<file path="config.mk">
export PLATFORM = sky130hd
export DESIGN_NAME = layer2_top
export DESIGN_NICKNAME = d
export VERILOG_FILES = /design/src/verilog/layer2_ctrl_pkg.sv /design/src/verilog/layer2_data_pkg.sv /design/src/verilog/layer2_top.sv /design/src/verilog/credit_tx.sv /design/src/verilog/mac_array.sv /design/src/verilog/weight_store.sv /design/src/verilog/layer2_ctrl.sv /design/src/verilog/layer2_cfg_regs.sv
export SDC_FILE = /design/constraint.sdc
export NUM_CORES = 2
export LEC_CHECK = 0
export BUFFER_PORTS_ARGS = -buffer_cell sky130_fd_sc_hd__buf_2
export CORE_MARGIN = 2
export CORE_UTILIZATION = 60
export DETAILED_ROUTE_END_ITERATION = 7
export GPL_TIMING_DRIVEN = 0
export HOLD_SLACK_MARGIN = 0.02
export PLACE_DENSITY_LB_ADDON = 0.2
export SKIP_LAST_GASP = 1
export SYNTH_ARGS = -nofsm -noshare
export SYNTH_HDL_FRONTEND = slang
export SYNTH_SLANG_ARGS = --single-unit
</file>
<file path="constraint.sdc">
create_clock -name clk -period 10.1 [get_ports clk]
set_input_delay 2.02 -clock clk [delete_from_list [all_inputs] [get_ports clk]]
set_output_delay 2.02 -clock clk [all_outputs]
set_load 0.03 [all_outputs]
</file>
<file path="src/verilog/layer2_ctrl_pkg.sv">
package layer2_ctrl_pkg;

    // ------------------------------------------------------------
    // Sequencer state codes.
    // ------------------------------------------------------------
    localparam logic [3:0] S_IDLE      = 4'd0;
    localparam logic [3:0] S_LOAD_REQ  = 4'd1;
    localparam logic [3:0] S_LOAD_WAIT = 4'd2;
    localparam logic [3:0] S_TAP_REQ   = 4'd3;
    localparam logic [3:0] S_TAP_WAIT  = 4'd4;
    localparam logic [3:0] S_POST      = 4'd5;
    localparam logic [3:0] S_SEND      = 4'd6;
    localparam logic [3:0] S_DONE      = 4'd7;

    // ------------------------------------------------------------
    // Configuration map and reset values.
    // ------------------------------------------------------------
    localparam logic [1:0] CFG_ADDR_WINDOWS = 2'd0;
    localparam logic [1:0] CFG_ADDR_SHIFT   = 2'd1;
    localparam logic [1:0] CFG_ADDR_RELU    = 2'd2;

    localparam logic [7:0] WINDOWS_RESET = 8'd1;
    localparam logic [3:0] SHIFT_RESET   = 4'd0;
    localparam logic       RELU_RESET    = 1'b1;

    // Downstream buffer depth.
    localparam logic [1:0] OUT_CREDITS = 2'd2;

endpackage

</file>
<file path="src/verilog/layer2_data_pkg.sv">
package layer2_data_pkg;

    // ------------------------------------------------------------
    // Array geometry.
    // ------------------------------------------------------------
    localparam int NUM_KERNELS = 4;
    localparam int NUM_TAPS    = 16;

    // ------------------------------------------------------------
    // Data widths.
    // ------------------------------------------------------------
    localparam int WEIGHT_W = 4;
    localparam int PIXEL_W  = 16;
    localparam int ACC_W    = 24;
    localparam int RES_W    = 8;

    // One upstream word, read as a weight quad while loading and as a
    // pixel while accumulating.
    // quad[3] is the top nibble and belongs to the lowest tap of the quad.
    typedef union packed {
        logic [3:0][WEIGHT_W-1:0]  quad;
        logic signed [PIXEL_W-1:0] pixel;
    } in_word_t;

endpackage
</file>
<file path="src/verilog/layer2_top.sv">
`timescale 1ns/100ps

module layer2_top
    import layer2_data_pkg::*;
(
    input  logic                         clk,
    input  logic                         arst_n,
    input  logic                         start,
    input  logic                         in_valid,
    input  logic [PIXEL_W-1:0]           in_word,
    input  logic                         out_credit,
    input  logic                         cfg_we,
    input  logic [1:0]                   cfg_addr,
    input  logic [7:0]                   cfg_wdata,
    output logic                         in_credit,
    output logic                         out_valid,
    output logic [NUM_KERNELS*RES_W-1:0] out_data,
    output logic                         frame_done
);

    logic [7:0]                           windows;
    logic [3:0]                           shift;
    logic                                 relu_en;
    logic                                 busy;
    logic                                 ws_we;
    logic [1:0]                           ws_kernel;
    logic [1:0]                           ws_quad;
    logic                                 mac_clear;
    logic                                 mac_acc;
    logic [3:0]                           mac_tap;
    logic                                 mac_post;
    logic                                 res_load;
    logic                                 res_free;
    logic [NUM_KERNELS-1:0][WEIGHT_W-1:0] weights;
    logic [NUM_KERNELS*RES_W-1:0]         result;

    // ------------------------------------------------------------
    // Configuration and sequencing.
    // ------------------------------------------------------------
    layer2_cfg_regs cfg0 (
        .clk       (clk),
        .arst_n    (arst_n),
        .cfg_we    (cfg_we),
        .cfg_addr  (cfg_addr),
        .cfg_wdata (cfg_wdata),
        .busy      (busy),
        .windows   (windows),
        .shift     (shift),
        .relu_en   (relu_en)
    );

    layer2_ctrl ctrl0 (
        .clk        (clk),
        .arst_n     (arst_n),
        .start      (start),
        .in_valid   (in_valid),
        .windows    (windows),
        .res_free   (res_free),
        .in_credit  (in_credit),
        .busy       (busy),
        .ws_we      (ws_we),
        .ws_kernel  (ws_kernel),
        .ws_quad    (ws_quad),
        .mac_clear  (mac_clear),
        .mac_acc    (mac_acc),
        .mac_tap    (mac_tap),
        .mac_post   (mac_post),
        .res_load   (res_load),
        .frame_done (frame_done)
    );

    // ------------------------------------------------------------
    // Datapath.
    // ------------------------------------------------------------
    weight_store ws0 (
        .clk     (clk),
        .arst_n  (arst_n),
        .we      (ws_we),
        .kernel  (ws_kernel),
        .quad    (ws_quad),
        .word    (in_word),
        .tap     (mac_tap),
        .weights (weights)
    );

    mac_array mac0 (
        .clk     (clk),
        .arst_n  (arst_n),
        .clear   (mac_clear),
        .acc     (mac_acc),
        .post    (mac_post),
        .word    (in_word),
        .weights (weights),
        .shift   (shift),
        .relu_en (relu_en),
        .result  (result)
    );

    credit_tx tx0 (
        .clk        (clk),
        .arst_n     (arst_n),
        .load       (res_load),
        .result     (result),
        .out_credit (out_credit),
        .res_free   (res_free),
        .out_valid  (out_valid),
        .out_data   (out_data)
    );

endmodule

</file>
<file path="src/verilog/credit_tx.sv">
`timescale 1ns/100ps

module credit_tx
    import layer2_data_pkg::*;
    import layer2_ctrl_pkg::*;
(
    input  logic                         clk,
    input  logic                         arst_n,
    input  logic                         load,
    input  logic [NUM_KERNELS*RES_W-1:0] result,
    input  logic                         out_credit,
    output logic                         res_free,
    output logic                         out_valid,
    output logic [NUM_KERNELS*RES_W-1:0] out_data
);

    logic                         full;
    logic [NUM_KERNELS*RES_W-1:0] data_q;
    logic [$bits(OUT_CREDITS)-1:0] credits;

    assign res_free  = !full;
    assign out_valid = full && (credits != '0);
    assign out_data  = data_q;

    always_ff @(posedge clk) begin
        if (load) data_q <= result;
    end

    always_ff @(posedge clk or negedge arst_n) begin
        if (!arst_n) begin
            full    <= 1'b0;
            credits <= OUT_CREDITS;
        end else begin
            if (load) begin
                full <= 1'b1;
            end else if (out_valid) begin
                full <= 1'b0;
            end
            // Send and return in one cycle cancel out.
            case ({out_valid, out_credit})
                2'b10: credits <= credits - 1'b1;
                2'b01: if (credits != OUT_CREDITS) credits <= credits + 1'b1;
                default: ;
            endcase
        end
    end

endmodule

</file>
<file path="src/verilog/mac_array.sv">
`timescale 1ns/100ps

module mac_array
    import layer2_data_pkg::*;
(
    input  logic                                 clk,
    input  logic                                 arst_n,
    input  logic                                 clear,
    input  logic                                 acc,
    input  logic                                 post,
    input  in_word_t                             word,
    input  logic [NUM_KERNELS-1:0][WEIGHT_W-1:0] weights,
    input  logic [3:0]                           shift,
    input  logic                                 relu_en,
    output logic [NUM_KERNELS*RES_W-1:0]         result
);

    logic signed [ACC_W-1:0] acc_q   [NUM_KERNELS];
    logic signed [ACC_W-1:0] shifted [NUM_KERNELS];
    logic [RES_W-1:0]        lane    [NUM_KERNELS];

    // ------------------------------------------------------------
    // Accumulate pixel times weight in every lane.
    // ------------------------------------------------------------
    always_ff @(posedge clk or negedge arst_n) begin
        if (!arst_n) begin
            for (int k = 0; k < NUM_KERNELS; k++) begin
                acc_q[k] <= '0;
            end
        end else if (clear) begin
            for (int k = 0; k < NUM_KERNELS; k++) begin
                acc_q[k] <= '0;
            end
        end else if (acc) begin
            for (int k = 0; k < NUM_KERNELS; k++) begin
                acc_q[k] <= acc_q[k] + $signed(word.pixel) * $signed(weights[k]);
            end
        end
    end

    // ------------------------------------------------------------
    // Shift, ReLU and saturate to the lane width.
    // ------------------------------------------------------------
    always_comb begin
        for (int k = 0; k < NUM_KERNELS; k++) begin
            shifted[k] = acc_q[k] >>> shift;
            if (relu_en && shifted[k] < 0) shifted[k] = '0;
            // In range when the bits above the lane all match its sign.
            if (&shifted[k][ACC_W-1:RES_W-1] || ~|shifted[k][ACC_W-1:RES_W-1]) begin
                lane[k] = shifted[k][RES_W-1:0];
            end else if (shifted[k][ACC_W-1]) begin
                lane[k] = {1'b1, {(RES_W-1){1'b0}}};
            end else begin
                lane[k] = {1'b0, {(RES_W-1){1'b1}}};
            end
        end
    end

    always_ff @(posedge clk) begin
        if (post) begin
            for (int k = 0; k < NUM_KERNELS; k++) begin
                result[RES_W*k +: RES_W] <= lane[k];
            end
        end
    end

endmodule

</file>
<file path="src/verilog/weight_store.sv">
`timescale 1ns/100ps

module weight_store
    import layer2_data_pkg::*;
(
    input  logic                                clk,
    input  logic                                arst_n,
    input  logic                                we,
    input  logic [1:0]                          kernel,
    input  logic [1:0]                          quad,
    input  in_word_t                            word,
    input  logic [3:0]                          tap,
    output logic [NUM_KERNELS-1:0][WEIGHT_W-1:0] weights
);

    logic [WEIGHT_W-1:0] mem [NUM_KERNELS][NUM_TAPS];

    // A quad fills taps 4q..4q+3, top nibble first.
    always_ff @(posedge clk or negedge arst_n) begin
        if (!arst_n) begin
            for (int k = 0; k < NUM_KERNELS; k++) begin
                for (int t = 0; t < NUM_TAPS; t++) begin
                    mem[k][t] <= '0;
                end
            end
        end else if (we) begin
            for (int i = 0; i < 4; i++) begin
                mem[kernel][{quad, 2'(i)}] <= word.quad[3 - i];
            end
        end
    end

    // Same tap from every kernel.
    always_comb begin
        for (int k = 0; k < NUM_KERNELS; k++) begin
            weights[k] = mem[k][tap];
        end
    end

endmodule

</file>
<file path="src/verilog/layer2_ctrl.sv">
`timescale 1ns/100ps

module layer2_ctrl
    import layer2_data_pkg::*;
    import layer2_ctrl_pkg::*;
(
    input  logic       clk,
    input  logic       arst_n,
    input  logic       start,
    input  logic       in_valid,
    input  logic [7:0] windows,
    input  logic       res_free,
    output logic       in_credit,
    output logic       busy,
    output logic       ws_we,
    output logic [1:0] ws_kernel,
    output logic [1:0] ws_quad,
    output logic       mac_clear,
    output logic       mac_acc,
    output logic [3:0] mac_tap,
    output logic       mac_post,
    output logic       res_load,
    output logic       frame_done
);

    logic [3:0] state;
    logic [3:0] next_state;
    logic [3:0] load_cnt;
    logic [3:0] tap_cnt;
    logic [7:0] win_cnt;
    logic       last_load;
    logic       last_tap;
    logic       last_win;

    // Load counter is {kernel, quad}, so quads run fastest.
    assign ws_kernel = load_cnt[3:2];
    assign ws_quad   = load_cnt[1:0];
    assign mac_tap   = tap_cnt;
    assign busy      = (state != S_IDLE);

    assign last_load = (load_cnt == 4'(NUM_KERNELS * NUM_TAPS / 4 - 1));
    assign last_tap  = (tap_cnt == 4'(NUM_TAPS - 1));
    assign last_win  = (win_cnt == windows - 8'd1);

    // ------------------------------------------------------------
    // Next state and strobes.
    // ------------------------------------------------------------
    always_comb begin
        next_state = state;
        in_credit  = 1'b0;
        ws_we      = 1'b0;
        mac_clear  = 1'b0;
        mac_acc    = 1'b0;
        mac_post   = 1'b0;
        res_load   = 1'b0;
        frame_done = 1'b0;
        case (state)
            S_IDLE: begin
                if (start) next_state = S_LOAD_REQ;
            end
            S_LOAD_REQ: begin
                in_credit  = 1'b1;
                next_state = S_LOAD_WAIT;
            end
            S_LOAD_WAIT: begin
                if (in_valid) begin
                    ws_we      = 1'b1;
                    next_state = last_load ? S_TAP_REQ : S_LOAD_REQ;
                end
            end
            S_TAP_REQ: begin
                in_credit  = 1'b1;
                // First tap of a window starts from a clean accumulator.
                mac_clear  = (tap_cnt == 4'd0);
                next_state = S_TAP_WAIT;
            end
            S_TAP_WAIT: begin
                if (in_valid) begin
                    mac_acc    = 1'b1;
                    next_state = last_tap ? S_POST : S_TAP_REQ;
                end
            end
            S_POST: begin
                mac_post   = 1'b1;
                next_state = S_SEND;
            end
            S_SEND: begin
                if (res_free) begin
                    res_load   = 1'b1;
                    next_state = last_win ? S_DONE : S_TAP_REQ;
                end
            end
            S_DONE: begin
                frame_done = 1'b1;
                next_state = S_IDLE;
            end
            default: next_state = S_IDLE;
        endcase
    end

    // ------------------------------------------------------------
    // State and counters.
    // ------------------------------------------------------------
    always_ff @(posedge clk or negedge arst_n) begin
        if (!arst_n) begin
            state    <= S_IDLE;
            load_cnt <= 4'd0;
            tap_cnt  <= 4'd0;
            win_cnt  <= 8'd0;
        end else begin
            state <= next_state;
            if (state == S_IDLE) begin
                load_cnt <= 4'd0;
                tap_cnt  <= 4'd0;
                win_cnt  <= 8'd0;
            end
            if (ws_we) load_cnt <= load_cnt + 4'd1;
            // Wraps to zero after the last tap.
            if (mac_acc) tap_cnt <= tap_cnt + 4'd1;
            if (res_load) win_cnt <= win_cnt + 8'd1;
        end
    end

endmodule

</file>
<file path="src/verilog/layer2_cfg_regs.sv">
`timescale 1ns/100ps

module layer2_cfg_regs
    import layer2_ctrl_pkg::*;
(
    input  logic       clk,
    input  logic       arst_n,
    input  logic       cfg_we,
    input  logic [1:0] cfg_addr,
    input  logic [7:0] cfg_wdata,
    input  logic       busy,
    output logic [7:0] windows,
    output logic [3:0] shift,
    output logic       relu_en
);

    logic wr_ok;

    // Frame parameters are frozen while a frame runs.
    assign wr_ok = cfg_we && !busy;

    always_ff @(posedge clk or negedge arst_n) begin
        if (!arst_n) begin
            windows <= WINDOWS_RESET;
            shift   <= SHIFT_RESET;
            relu_en <= RELU_RESET;
        end else if (wr_ok) begin
            case (cfg_addr)
                CFG_ADDR_WINDOWS: begin
                    // Zero windows makes no sense, run one instead.
                    windows <= (cfg_wdata == 8'd0) ? 8'd1 : cfg_wdata;
                end
                CFG_ADDR_SHIFT:   shift   <= cfg_wdata[3:0];
                CFG_ADDR_RELU:    relu_en <= cfg_wdata[0];
                default: ;
            endcase
        end
    end

endmodule

</file>
==> metrics.csv <==
metric,value,unit
p_leak,18.1,nW
clock_tree.htree_level_count,2,
worst_hold_slack,0.415,ns
layout.nets,3917,
cell_types_with_the_largest_area_share_after_synthesis,"sky130_fd_sc_hd__dfrtp_1, sky130_fd_sc_hd__mux2_2, sky130_fd_sc_hd__ha_1",
total_die_area,61100,sq um
grtUsageTotal,34.3,%
detailedRoute.firstPassIterationCount,8,
clk_pin_slew,0.06,ns
finalHoldViolations,0,
r2r_slack,0.51,ns
hold_start,mac0.result[12],
numClockSinks,451,
grt_max_degree,132,
post_synth_instance_area,35500,sq um
timing.hold.worst_endpoint,tx0.out_data[12],
report.final.slew_viol_count,0,
final_min_period_over_clock_period,95.0,%
syn-instance-count,3373,
max_slew.worst_pin.slew,1.30,ns
tns,0,ns
post_layout_nonfiller_instances,4309,
finalInstanceArea,38600,sq um
power.density,298,nW/um^2
final_period_demand_of_the_worst_path,9.59,ns
clk_latency,0.63,ns
timing.rr.end,mac0.acc_q[23],
number_of_enable_flip_flop_cells_after_synthesis,64,
synth_to_final_area_change,8.91,%
worstSetupPathType,flop to flop,
relative_slew_slack,12.8,%
cts_buffer_depth,3,
setup.worst_path.start_class,flop,
maxClockFrequency,104,MHz
worst_path_required,10.58,ns
synth.net_count,3795,
place.detailed.instances,4216,
post_drt_wl_per_cell,23.9,um
max_cap_violations,0,
syn-mean-instance-area,10.5,sq um
timing.final.setup_violations,0,
drive_gt1_share,17.7,%
cpPeakStageDelay,0.57,ns
detail_route.iter0.violations,1938,
outcome,finished clean,
r2r_start,ctrl0.mac_tap[0],
tritoncts,built,
initial_core_util,60.5,%
sequential_element_share_of_the_synthesized_area,32.7,%
synthMostInstantiatedCell,sky130_fd_sc_hd__dfrtp_1,
critPathSlowestCell,sky130_fd_sc_hd__mux4_2,
die_width,247,um
netlist.top_cell.by_area,sky130_fd_sc_hd__dfrtp_1,
timing.clock.skew,0.0345,ns
asyncSetResetFlopFracSynth,85.8,%
drc,0,
number_of_hold_repair_buffers_added_at_the_cts_stage,0,
antenna_violations_before_repair,1,
rsz_0062_raised_after_global_routing,yes,
synth-seq-cells,451,
cts_root_buffer,sky130_fd_sc_hd__clkbuf_16,
post_dp_hpwl,79.8,mm
ys_top_cells_by_count,"sky130_fd_sc_hd__dfrtp_1, sky130_fd_sc_hd__nand2_1, sky130_fd_sc_hd__mux2_2",
chipHeight,247,um
crit_fanout,10,
min_delay_path_depth,0,
postRouteAntennaNets,0,
ys.flop_type,sky130_fd_sc_hd__dfrtp_1,
cell_mode_on_critical_path,sky130_fd_sc_hd__a21oi_1,
num_io_pins,67,
routability_driven_placement_congestion_ratio,1.01,
route.vias.total,27396,
via_per_inst,6.36,
portBuffers,66,
core_region_area,58700,sq um
yosys_warnings,0,
num_rows,89,
detail_route.wirelength,103,mm
place_area,36900,sq um
post-route-util,65.8,%
end_kind,flop,
synth_top_area_share,27.1,%
arrival_time_of_the_worst_setup_path,10.07,ns
yosys.cell_types.count,72,
antennaDiodeCount,0,
globalRoute.totalOverflow,0,
hold_path.class,flop to flop,
vdd_drop_max,0.327,mV
grt_pass1_vias,28120,
grt_first_pass_wirelength,160,mm
r2r.worst_path.cells,33,
cts_buffers,49,
[registers in the layout (all words and copies together) (netlist names), 2 cells and up]
register and cells:
tx0.credits 2, mac0.result 32, tx0.out_data 32, cfg0.shift 4
ws0.mem 256, ctrl0.mac_tap 4, cfg0.windows 8, mac0.acc_q 96
ctrl0.load_cnt 4, ctrl0.win_cnt 8, ctrl0.state 3
[worst max path at each step]
stage	from	endpoint	cells after the start
after global routing	ctrl0.mac_tap[0]	mac0.acc_q[23]	33
final	ctrl0.mac_tap[0]	mac0.acc_q[23]	33
after floorplan	ctrl0.mac_tap[0]	mac0.acc_q[23]	33
after global placement	arst_n	ctrl0.win_cnt[2]	1
after detailed placement	ctrl0.mac_tap[1]	mac0.acc_q[23]	32
after CTS	ctrl0.mac_tap[1]	mac0.acc_q[23]	32
[metrics by stage]
stage / power [W] / worst slack [ns]
final: 0.0115 / 0.509
after global routing: 0.0123 / -0.0792
after CTS: 0.0114 / 0.125
after detailed placement: 0.00945 / -0.178
after global placement: 0.00920 / -0.235
after floorplan: 0.00760 / 2.20
[critical path, delay by kind of cell (launching register included)]
kind                     cells  cell delay, ns
AO/OA/AOI/OAI               15            3.23
XOR/XNOR                     2            0.42
adder cells (fa/ha/maj)      5            1.94
flip-flops                   1            0.36
AND/OR/NAND/NOR              4            0.35
buffers and inverters        5            2.27
multiplexers                 2            0.88
[power breakdown]
part	internal [W]	switching [W]	total, W
combinational	0.00288	0.00427	0.00715
sequential	0.00220	0.000258	0.00245
clock	0.00109	0.000797	0.00189
total	0.00617	0.00533	0.0115
[layout by cell type (no fill, tap or decap), types with 87 or more instances in the layout]
master and n:
sky130_fd_sc_hd__dfrtp_1 384, sky130_fd_sc_hd__nand2_1 303, sky130_fd_sc_hd__mux2_2 290, sky130_fd_sc_hd__ha_1 254, sky130_fd_sc_hd__o21ai_0 204, sky130_fd_sc_hd__nor2_1 188
sky130_fd_sc_hd__and2_1 170, sky130_fd_sc_hd__a21oi_1 170, sky130_fd_sc_hd__clkbuf_1 159, sky130_fd_sc_hd__fa_1 136, sky130_fd_sc_hd__mux4_2 127, sky130_fd_sc_hd__xnor2_1 91
sky130_fd_sc_hd__buf_2 87
[layer usage]
metal	vias up	global-route usage (%)	part of all wire [%]
li1	12422	-	-
met1	13647	42.2	40
met2	993	57.3	48
met3	332	4.14	4.6
met4	2	22.0	7.0
met5	-	0	0.018
[repair_timing]
action	in CTS	in global routing
setup buffers	0	0
hold endpoints to repair	0	0
pin swaps	0	0
resized for setup	1	5
setup endpoints to repair	3	11
[final cells by class]
| cell class | instances | area [sq um] |
|---|---|---|
| Clock inverter | 27 | 329 |
| Multi-Input combinational cell | 2639 | 22800 |
| Tap cell | 773 | 967 |
| Clock buffer | 65 | 1370 |
| Fill cell | 4509 | 20000 |
| Inverter | 82 | 308 |
| Sequential cell | 451 | 11600 |
| Timing Repair Buffer | 71 | 470 |
| Buffer | 201 | 798 |
[cell families after synthesis]
| family | synth area share (%) |
|---|---|
| AOI/OAI and AO/OA | 11.8 |
| and+or+nand+nor | 13.0 |
| xor gates and xnor gates | 3.88 |
| buffers and inverters | 3.11 |
| muxes | 18.8 |
| DFF | 32.7 |
| adders and majority gates | 16.6 |
Power figures use the tool's default switching activity.
